### src/logic/ds_pkg.sv
package ds_pkg;

    // kinds of one-wire bit slot
    typedef enum logic [1:0] {
        BIT_RESET,
        BIT_WRITE,
        BIT_READ
    } ds_bit_op_e;

    typedef struct packed {
        ds_bit_op_e op;
        logic       wbit;   // level driven after the 15us low
    } ds_bit_req_t;

    // byte-level operations seen by the sequencer
    typedef enum logic [1:0] {
        BYTE_RESET,
        BYTE_WRITE,
        BYTE_READ
    } ds_byte_op_e;

    typedef logic [7:0] ds_byte_t;

    typedef struct packed {
        ds_byte_op_e op;
        ds_byte_t    data;  // ignored for reset and read
    } ds_byte_req_t;

    // scratchpad bytes 1:0, MSB byte on top
    typedef logic [15:0] ds_temp_t;

    typedef struct packed {
        ds_temp_t temp;
        logic     no_device;
    } ds_temp_sample_t;

    typedef logic [3:0] ds_credit_t;

    // function commands, single device on the bus
    localparam ds_byte_t CMD_SKIP_ROM = 8'hCC;
    localparam ds_byte_t CMD_CONVERT  = 8'h44;
    localparam ds_byte_t CMD_READ_PAD = 8'hBE;

endpackage
### src/logic/ds_temp_top.sv
`timescale 1ns/1ps

module ds_temp_top #(
    parameter int unsigned CLK_PER_US   = 25,
    parameter int unsigned CONV_WAIT_US = 750000,
    parameter int unsigned CREDITS      = 4
) (
    input  logic                    clk,
    input  logic                    rst_n,
    output logic                    temp_valid,
    output ds_pkg::ds_temp_sample_t temp_sample,
    input  logic                    credit_return,
    output logic                    dq_out,
    output logic                    dq_out_en,
    input  logic                    dq_in
);

    import ds_pkg::*;

    ds_byte_req_t byte_req;
    logic         byte_req_vld;
    logic         byte_rdy;
    logic         byte_done;
    ds_byte_t     byte_rdata;
    logic         byte_presence;

    ds_bit_req_t  bit_req;
    logic         bit_req_vld;
    logic         bit_rdy;
    logic         bit_done;
    logic         bit_rdata;
    logic         bit_presence;

    ds_temp_seq #(
        .CLK_PER_US   (CLK_PER_US),
        .CONV_WAIT_US (CONV_WAIT_US),
        .CREDITS      (CREDITS)
    ) i_ds_temp_seq (
        .clk           (clk),
        .rst_n         (rst_n),
        .temp_valid    (temp_valid),
        .temp_sample   (temp_sample),
        .credit_return (credit_return),
        .byte_req      (byte_req),
        .byte_req_vld  (byte_req_vld),
        .byte_rdy      (byte_rdy),
        .byte_done     (byte_done),
        .byte_rdata    (byte_rdata),
        .byte_presence (byte_presence)
    );

    ds_byte_engine i_ds_byte_engine (
        .clk           (clk),
        .rst_n         (rst_n),
        .byte_req      (byte_req),
        .byte_req_vld  (byte_req_vld),
        .byte_rdy      (byte_rdy),
        .byte_done     (byte_done),
        .byte_rdata    (byte_rdata),
        .byte_presence (byte_presence),
        .bit_req       (bit_req),
        .bit_req_vld   (bit_req_vld),
        .bit_rdy       (bit_rdy),
        .bit_done      (bit_done),
        .bit_rdata     (bit_rdata),
        .bit_presence  (bit_presence)
    );

    ds_bit_phy #(
        .CLK_PER_US (CLK_PER_US)
    ) i_ds_bit_phy (
        .clk          (clk),
        .rst_n        (rst_n),
        .bit_req      (bit_req),
        .bit_req_vld  (bit_req_vld),
        .bit_rdy      (bit_rdy),
        .bit_done     (bit_done),
        .bit_rdata    (bit_rdata),
        .bit_presence (bit_presence),
        .dq_out       (dq_out),
        .dq_out_en    (dq_out_en),
        .dq_in        (dq_in)
    );

endmodule

### src/logic/ds_temp_seq.sv
`timescale 1ns/1ps

module ds_temp_seq #(
    parameter int unsigned CLK_PER_US   = 25,
    parameter int unsigned CONV_WAIT_US = 750000,
    parameter int unsigned CREDITS      = 4
) (
    input  logic                    clk,
    input  logic                    rst_n,
    output logic                    temp_valid,
    output ds_pkg::ds_temp_sample_t temp_sample,
    input  logic                    credit_return,
    output ds_pkg::ds_byte_req_t    byte_req,
    output logic                    byte_req_vld,
    input  logic                    byte_rdy,
    input  logic                    byte_done,
    input  ds_pkg::ds_byte_t        byte_rdata,
    input  logic                    byte_presence
);

    import ds_pkg::*;

    localparam int unsigned WAIT_CYC = CONV_WAIT_US * CLK_PER_US;
    localparam int unsigned WAIT_W   = $clog2(WAIT_CYC + 1);

    typedef enum logic [3:0] {
        S_IDLE,
        S_RESET1,
        S_SKIP1,
        S_CONVERT,
        S_CONV_WAIT,
        S_RESET2,
        S_SKIP2,
        S_READ_PAD,
        S_READ_LSB,
        S_READ_MSB,
        S_EMIT
    } state_e;

    state_e            state;
    logic              issued;      // request taken, waiting for byte_done
    logic              byte_step;
    logic [WAIT_W-1:0] wait_cnt;
    ds_credit_t        credit_cnt;
    ds_temp_sample_t   sample_q;

    assign byte_step    = !(state inside {S_IDLE, S_CONV_WAIT, S_EMIT});
    assign byte_req_vld = byte_step && !issued;
    assign temp_valid   = (state == S_EMIT);
    assign temp_sample  = sample_q;

    // fixed transaction, one byte op per state
    always_comb begin
        byte_req.data = 8'h00;
        case (state)
            S_RESET1, S_RESET2: byte_req.op = BYTE_RESET;
            S_SKIP1, S_SKIP2: begin
                byte_req.op   = BYTE_WRITE;
                byte_req.data = CMD_SKIP_ROM;
            end
            S_CONVERT: begin
                byte_req.op   = BYTE_WRITE;
                byte_req.data = CMD_CONVERT;
            end
            S_READ_PAD: begin
                byte_req.op   = BYTE_WRITE;
                byte_req.data = CMD_READ_PAD;
            end
            default: byte_req.op = BYTE_READ;
        endcase
    end

    always_ff @(posedge clk or negedge rst_n) begin
        if (!rst_n) begin
            state  <= S_IDLE;
            issued <= 1'b0;
        end else begin
            if (byte_req_vld && byte_rdy) issued <= 1'b1;
            case (state)
                S_IDLE: if (credit_cnt != '0) state <= S_RESET1;
                S_CONV_WAIT: if (wait_cnt == WAIT_W'(WAIT_CYC - 1)) state <= S_RESET2;
                S_EMIT: state <= S_IDLE;
                default: begin
                    if (byte_done) begin
                        issued <= 1'b0;
                        case (state)
                            S_RESET1:   state <= byte_presence ? S_SKIP1 : S_EMIT;
                            S_SKIP1:    state <= S_CONVERT;
                            S_CONVERT:  state <= S_CONV_WAIT;
                            S_RESET2:   state <= byte_presence ? S_SKIP2 : S_EMIT;
                            S_SKIP2:    state <= S_READ_PAD;
                            S_READ_PAD: state <= S_READ_LSB;
                            S_READ_LSB: state <= S_READ_MSB;
                            default:    state <= S_EMIT;
                        endcase
                    end
                end
            endcase
        end
    end

    always_ff @(posedge clk or negedge rst_n) begin
        if (!rst_n) begin
            wait_cnt <= '0;
        end else if (state != S_CONV_WAIT) begin
            wait_cnt <= '0;
        end else begin
            wait_cnt <= wait_cnt + 1'b1;
        end
    end

    always_ff @(posedge clk) begin
        if (state == S_IDLE) begin
            sample_q <= '0;     // temp stays 0 if the device is missing
        end else if (byte_done) begin
            case (state)
                S_RESET1, S_RESET2: sample_q.no_device <= !byte_presence;
                S_READ_LSB:         sample_q.temp[7:0] <= byte_rdata;
                S_READ_MSB:         sample_q.temp[15:8] <= byte_rdata;
                default:            sample_q <= sample_q;
            endcase
        end
    end

    // one credit per sample handed out
    always_ff @(posedge clk or negedge rst_n) begin
        if (!rst_n) begin
            credit_cnt <= ds_credit_t'(CREDITS);
        end else begin
            case ({temp_valid, credit_return})
                2'b10:   credit_cnt <= credit_cnt - 1'b1;
                2'b01:   credit_cnt <= credit_cnt + 1'b1;
                default: credit_cnt <= credit_cnt;
            endcase
        end
    end

    a_credit_max: assert property (
        @(posedge clk) disable iff (!rst_n)
        credit_cnt <= ds_credit_t'(CREDITS)
    );

    a_no_sample_without_credit: assert property (
        @(posedge clk) disable iff (!rst_n)
        temp_valid |-> credit_cnt != '0
    );

endmodule

### src/logic/ds_byte_engine.sv
`timescale 1ns/1ps

module ds_byte_engine (
    input  logic                 clk,
    input  logic                 rst_n,
    input  ds_pkg::ds_byte_req_t byte_req,
    input  logic                 byte_req_vld,
    output logic                 byte_rdy,
    output logic                 byte_done,
    output ds_pkg::ds_byte_t     byte_rdata,
    output logic                 byte_presence,
    output ds_pkg::ds_bit_req_t  bit_req,
    output logic                 bit_req_vld,
    input  logic                 bit_rdy,
    input  logic                 bit_done,
    input  logic                 bit_rdata,
    input  logic                 bit_presence
);

    import ds_pkg::*;

    typedef enum logic [1:0] {
        S_IDLE,
        S_ISSUE,
        S_WAIT,
        S_DONE
    } state_e;

    state_e      state;
    logic [2:0]  bit_idx;
    ds_byte_op_e op_q;
    ds_byte_t    shreg;
    logic        presence_q;
    logic        last_bit;

    assign byte_rdy      = (state == S_IDLE);
    assign byte_done     = (state == S_DONE);
    assign byte_rdata    = shreg;
    assign byte_presence = presence_q;
    assign bit_req_vld   = (state == S_ISSUE);
    assign last_bit      = (op_q == BYTE_RESET) || (bit_idx == 3'd7);

    always_comb begin
        case (op_q)
            BYTE_RESET: bit_req.op = BIT_RESET;
            BYTE_READ:  bit_req.op = BIT_READ;
            default:    bit_req.op = BIT_WRITE;
        endcase
        bit_req.wbit = shreg[0];    // LSB goes out first
    end

    always_ff @(posedge clk or negedge rst_n) begin
        if (!rst_n) begin
            state   <= S_IDLE;
            bit_idx <= '0;
        end else begin
            case (state)
                S_IDLE: begin
                    if (byte_req_vld) begin
                        state   <= S_ISSUE;
                        bit_idx <= '0;
                    end
                end
                S_ISSUE: if (bit_rdy) state <= S_WAIT;
                S_WAIT: begin
                    if (bit_done) begin
                        if (last_bit) begin
                            state <= S_DONE;
                        end else begin
                            bit_idx <= bit_idx + 1'b1;
                            state   <= S_ISSUE;
                        end
                    end
                end
                default: state <= S_IDLE;
            endcase
        end
    end

    always_ff @(posedge clk) begin
        if (state == S_IDLE && byte_req_vld) begin
            op_q  <= byte_req.op;
            shreg <= byte_req.data;
        end else if (state == S_WAIT && bit_done) begin
            if (op_q == BYTE_RESET) begin
                presence_q <= bit_presence;
            end else begin
                // read bits land at the top and walk down to bit 0
                shreg <= {(op_q == BYTE_READ) ? bit_rdata : 1'b0, shreg[7:1]};
            end
        end
    end

    a_no_req_while_busy: assert property (
        @(posedge clk) disable iff (!rst_n)
        byte_req_vld |-> byte_rdy
    );

endmodule

### src/logic/ds_bit_phy.sv
`timescale 1ns/1ps

module ds_bit_phy #(
    parameter int unsigned CLK_PER_US = 25
) (
    input  logic                clk,
    input  logic                rst_n,
    input  ds_pkg::ds_bit_req_t bit_req,
    input  logic                bit_req_vld,
    output logic                bit_rdy,
    output logic                bit_done,
    output logic                bit_rdata,
    output logic                bit_presence,
    output logic                dq_out,
    output logic                dq_out_en,
    input  logic                dq_in
);

    import ds_pkg::*;

    // slot timing points in clocks
    localparam int unsigned T_RESET    = 1000 * CLK_PER_US;
    localparam int unsigned T_PULL     = 750 * CLK_PER_US;
    localparam int unsigned T_PRESENCE = 820 * CLK_PER_US;
    localparam int unsigned T_SLOT     = 62 * CLK_PER_US;
    localparam int unsigned T_W_LOW    = 15 * CLK_PER_US;
    localparam int unsigned T_W_END    = 60 * CLK_PER_US;
    localparam int unsigned T_RD_LOW   = 1 * CLK_PER_US;
    localparam int unsigned T_RD_SMP   = 14 * CLK_PER_US;
    localparam int unsigned CNT_W      = $clog2(T_RESET + 1);

    logic [CNT_W-1:0] cnt;
    logic [CNT_W-1:0] slot_len;
    logic             busy;
    logic             accept;
    logic             end_slot;
    ds_bit_req_t      req_q;

    assign accept   = bit_req_vld && bit_rdy;
    assign bit_rdy  = !busy;
    assign end_slot = busy && (cnt == slot_len - 1'b1);
    assign bit_done = end_slot;

    // one counter shared by all slot kinds
    always_comb begin
        case (req_q.op)
            BIT_RESET: slot_len = CNT_W'(T_RESET);
            default:   slot_len = CNT_W'(T_SLOT);
        endcase
    end

    always_ff @(posedge clk or negedge rst_n) begin
        if (!rst_n) begin
            busy <= 1'b0;
            cnt  <= '0;
        end else if (accept) begin
            busy <= 1'b1;
            cnt  <= '0;
        end else if (end_slot) begin
            busy <= 1'b0;
            cnt  <= '0;
        end else if (busy) begin
            cnt <= cnt + 1'b1;
        end
    end

    always_ff @(posedge clk) begin
        if (accept) begin
            req_q <= bit_req;
        end
    end

    // every slot opens with the line pulled low
    always_ff @(posedge clk or negedge rst_n) begin
        if (!rst_n) begin
            dq_out    <= 1'b1;
            dq_out_en <= 1'b0;
        end else if (accept) begin
            dq_out    <= 1'b0;
            dq_out_en <= 1'b1;
        end else if (busy) begin
            case (req_q.op)
                BIT_RESET: begin
                    if (cnt == CNT_W'(T_PULL - 1)) begin
                        dq_out    <= 1'b1;
                        dq_out_en <= 1'b0;  // release, device may answer
                    end
                end
                BIT_WRITE: begin
                    if (cnt == CNT_W'(T_W_LOW - 1)) begin
                        dq_out <= req_q.wbit;
                    end else if (cnt == CNT_W'(T_W_END - 1)) begin
                        dq_out    <= 1'b1;
                        dq_out_en <= 1'b0;
                    end
                end
                BIT_READ: begin
                    if (cnt == CNT_W'(T_RD_LOW - 1)) begin
                        dq_out    <= 1'b1;
                        dq_out_en <= 1'b0;
                    end
                end
                default: begin
                    dq_out    <= 1'b1;
                    dq_out_en <= 1'b0;
                end
            endcase
        end
    end

    always_ff @(posedge clk) begin
        if (busy && req_q.op == BIT_READ && cnt == CNT_W'(T_RD_SMP - 1)) begin
            bit_rdata <= dq_in;
        end
        // device holds the line low during its presence pulse
        if (busy && req_q.op == BIT_RESET && cnt == CNT_W'(T_PRESENCE - 1)) begin
            bit_presence <= !dq_in;
        end
    end

    // the byte engine must wait for the previous slot to finish
    a_no_req_while_busy: assert property (
        @(posedge clk) disable iff (!rst_n)
        bit_req_vld |-> bit_rdy
    );

endmodule

### config.mk
export PLATFORM = sky130hd
export DESIGN_NAME = ds_temp_top
export DESIGN_NICKNAME = d
export VERILOG_FILES = /design/src/logic/ds_pkg.sv /design/src/logic/ds_temp_top.sv /design/src/logic/ds_temp_seq.sv /design/src/logic/ds_byte_engine.sv /design/src/logic/ds_bit_phy.sv
export SDC_FILE = /design/constraint.sdc
export NUM_CORES = 1
export LEC_CHECK = 0
export ABC_AREA = 1
export BUFFER_PORTS_ARGS = -buffer_cell sky130_fd_sc_hd__buf_4
export CORE_MARGIN = 2
export CORE_UTILIZATION = 40
export CTS_BUF_LIST = sky130_fd_sc_hd__clkbuf_16
export CTS_CLUSTER_DIAMETER = 150
export CTS_CLUSTER_SIZE = 20
export DETAILED_ROUTE_END_ITERATION = 7
export SLEW_MARGIN = 10
export SYNTH_ARGS = -nofsm -noshare
export SYNTH_HDL_FRONTEND = slang
export SYNTH_SLANG_ARGS = --single-unit
### constraint.sdc
create_clock -name clk -period 2.8 [get_ports clk]
set_input_delay 0.42 -clock clk [delete_from_list [all_inputs] [get_ports clk]]
set_output_delay 0.42 -clock clk [all_outputs]
set_load 0.1 [all_outputs]
==> out/metrics.csv <==
stage,metric,value,unit
layout,proportion of layout cells with a drive suffix above 1,12.4,%
logic_synthesis,Post-Synth Adder-Cell Area,2.90,%
clock_network,Root Buffer,clkbuf_16,
global_route,vias in the first global route,4158,
logic_synthesis,Synth Area per Inst,7.54,µm²
worst_setup_path,reg2reg path depth,12,
logic_synthesis,#FFs+latches synth,90,
sta,Fin. Hold Viols,0,
clock_network,maximum root-to-sink buffer count,2,
place,Buffers on Ports,23,
global_route,pin count of the biggest net entering global routing,58,
clock_network,CTS buffer count,9,
worst_setup_path,RR Endpoint,i_ds_temp_seq.credit_cnt[3],
hold_path,Hold WC Path Type,input port to asynchronous set/reset pin,
layout,fill count,1254,
clock_network,clock sink count,90,
logic_synthesis,sequential area share after synthesis,45.0,%
sta,final setup TNS,0,ns
logic_synthesis,synthesized cell area,5000,µm²
detailed_routing,Post-route DRC,0,
detailed_routing,routed vias,4257,
detailed_routing,Routed WL,11200,µm
layout,Nets,702,
detailed_routing,WL met1,5350,µm
layout,P&R area growth vs syn,11.5,%
detailed_routing,DR iter-0 viols,315,
clock_network,CTS Hold Bufs,0,
die,chip height,116,µm
detailed_routing,uppermost routed layer,met4,
clock_network,H-Tree Depth,3,
die,DIE AREA,13400,µm²
global_route,initial antenna violation count,0,
sta,worst slew pin tran,0.721,ns
worst_setup_path,crit path max fanout,5,
die,core area,12100,µm²
sta,Tcrit/Tclk final,73.6,%
die,num rows,40,
power_and_ir_drop,peak supply drop,0.475,mV
die,starting density of the core,41.3,%
sta,Final Skew,0.00861,ns
sta,Hold WS,0.140,ns
die,die extent in x,116,µm
logic_synthesis,Synth Area in Simple Gates,34.5,%
global_route,grt total ovfl,0,
power_and_ir_drop,PwrDens,933,nW/µm²
detailed_routing,drt first pass iters,5,
detailed_routing,Met3 Wirelength,393,µm
sta,post-layout min period,2.06,ns
detailed_routing,"antenna viol nets, final",0,
detailed_routing,met2 wire length,5320,µm
clock_network,postcts setup bufs,0,
logic_synthesis,Synth warnings,0,
worst_setup_path,Setup CP Type,flop to flop,
worst_setup_path,"setup slack, reg-to-reg",0.74,ns
place,HPWL Detailed,8430,µm
worst_setup_path,Critical Path RT,3.03,ns
worst_setup_path,Crit. End Element,flop,
clock_network,clock-pin slew on the worst setup and hold paths,0.07,ns
logic_synthesis,"top cells by area, synth","dfrtp_1, nand2_1, edfxtp_1",
flow_run,max cap viols,0,
logic_synthesis,Yosys cell types,41,
place,gpl congestion,0.942,
sta,final setup vio count,0,
global_route,first-pass GRT wire length,19500,µm
sta,fmax,0.486,GHz
power_and_ir_drop,Pleak,2.45,nW
clock_network,PostCTS Resize Cnt,0,
logic_synthesis,mux contribution to synthesized area,0.225,%
logic_synthesis,xor and xnor area share after synthesis,3.15,%
outcome,status,finished clean,
worst_setup_path,r2r startpoint,i_ds_temp_seq.state[2],
layout,antenna fix cells,0,
logic_synthesis,post-synth top area cell,dfrtp_1,
worst_setup_path,critical path data arrival time,2.29,ns
sta,max-slew violation count,0,
logic_synthesis,syn_nets,679,
logic_synthesis,Synth Area in Compound Gates,6.53,%
detailed_routing,DR vias/cell,4.95,
logic_synthesis,main combinational cell family by area after synthesis,simple AND/OR/NAND/NOR gates,
worst_setup_path,Setup crit start kind,flop,
global_route,Global Route Usage Sum,18.5,%
logic_synthesis,Syn Inst Count,664,
clock_network,worst skew pair latency,0.34,ns
logic_synthesis,Synth top area share,27.5,%
sta,setup repair after global routing missed its margin,no,
die,I/O Pins,24,
clock_network,CTS tree,yes,
detailed_routing,WL per Instance,13.1,µm
sta,Rel. slew slack,51.9,%
[synthesized netlist by cell type]
master	count
a21oi_1	35
a31oi_1	2
buf_2	6
buf_4	4
buf_6	1
clkbuf_1	1
dfrtp_1	55
dfstp_2	2
dfxtp_1	17
edfxtp_1	16
fa_1	1
ha_1	10
inv_1	65
inv_2	16
inv_6	1
mux2_2	1
nand2_1	171
nand2_2	10
nand2_4	3
nand3_1	55
nand3_2	4
nand3b_1	2
nand4_1	15
nor2_1	103
nor2_2	3
nor2_4	3
nor3_1	14
nor3_2	2
nor3b_1	1
nor4_2	1
nor4b_1	1
o2111ai_1	1
o21a_1	1
o21ai_0	9
o21ai_1	9
o21ai_2	2
o22a_1	1
o22ai_1	1
or2_2	1
xnor2_1	5
xor2_1	13
[report_power, final]
group	switching (mW)	internal [mW]
sequential	0.281	1.67
combinational	1.59	0.591
clock	0.488	0.590
total	2.36	2.85
[cell families after synthesis]
logic type,count (synthesis)
simple gates,389
compound gates,61
xor+xnor,18
flops,90
mux,1
fa+ha+maj,11
buf+inv,94
[worst max-delay path: stages (launching register included)]
cell and delay, ns:
dfrtp_1 0.43, inv_2 0.09, nand2_2 0.09, inv_2 0.08
nand2_4 0.06, ha_1 0.19, inv_1 0.13, ha_1 0.29
a21oi_1 0.15, nand2_1 0.08, a21oi_1 0.12, o21ai_0 0.11
xnor2_1 0.13
[sequential cells by signal (all words and copies together), names as in the netlist]
name and cells:
i_ds_byte_engine.state 2, i_ds_byte_engine.op_q 2, i_ds_temp_seq.credit_cnt 4, i_ds_temp_seq.temp_sample 17
i_ds_bit_phy.busy 1, i_ds_temp_seq.state 4, i_ds_bit_phy.bit_rdata 1, i_ds_temp_seq.wait_cnt 25
i_ds_bit_phy.cnt 15, i_ds_bit_phy.dq_out 1, i_ds_bit_phy.bit_presence 1, i_ds_bit_phy.req_q 3
i_ds_bit_phy.dq_out_en 1, i_ds_byte_engine.bit_idx 3, i_ds_byte_engine.byte_presence 1, i_ds_temp_seq.issued 1
i_ds_byte_engine.byte_rdata 8
[routing by layer]
layer	track usage, %	vias to the layer above
met1	24.1	1997
met3	4.97	13
li1	-	2170
met2	30.3	77
met5	0	-
met4	5.71	0
[final cells by class]
cell class                 count  area [µm²]  share of cell area, %
sequential                    90        2250                   40.3
clock buffer                   9         225                   4.03
clock inverter                 7        37.5                  0.672
inverter                      82         313                   5.60
multi-input combinational    480        2370                   42.4
tap                          168         210                   3.77
timing repair buffer          24         180                   3.23
[cell usage in the layout, fill, tap and decap left out, types with 3 or more instances in the layout]
master     count
nor3_1        14
o21ai_0        9
nor2_2         3
a21oi_1       35
buf_4         24
o21ai_1        9
nand2_2       10
nand3_2        4
xnor2_1        5
ha_1          10
inv_2         16
dfrtp_1       55
dfxtp_1       17
nor2_1       103
nand3_1       55
inv_1         66
nand2_1      171
clkbuf_16      9
edfxtp_1      16
xor2_1        13
nor2_4         3
nand4_1       15
nand2_4        3
[worst max-delay path by stage]
| stage | cells after the start | endpoint | slack (ns) | startpoint |
|---|---|---|---|---|
| floorplan | 12 | i_ds_temp_seq.credit_cnt[3] | 0.91 | i_ds_temp_seq.state[2] |
| global placement | 12 | i_ds_temp_seq.credit_cnt[3] | 0.84 | i_ds_temp_seq.state[2] |
| detailed placement | 12 | i_ds_temp_seq.credit_cnt[3] | 0.76 | i_ds_temp_seq.state[2] |
| CTS | 12 | i_ds_temp_seq.credit_cnt[3] | 0.75 | i_ds_temp_seq.state[2] |
| global route | 12 | i_ds_temp_seq.credit_cnt[3] | 0.48 | i_ds_temp_seq.state[2] |
| finish | 12 | i_ds_temp_seq.credit_cnt[3] | 0.74 | i_ds_temp_seq.state[2] |
[stage by stage]
stage	cells	setup slack, ns	power (mW)	area [µm²]	util, %
after floorplan	664	0.914	3.70	5000	-
after detailed placement	844	0.757	4.16	5320	43.9
final	860	0.740	5.21	5580	46.1
after global routing	860	0.482	5.59	5580	46.1
after global placement	844	0.838	4.12	5320	43.9
after CTS	860	0.749	5.27	5580	46.1
No activity file was read; power rests on OpenSTA's default activity.
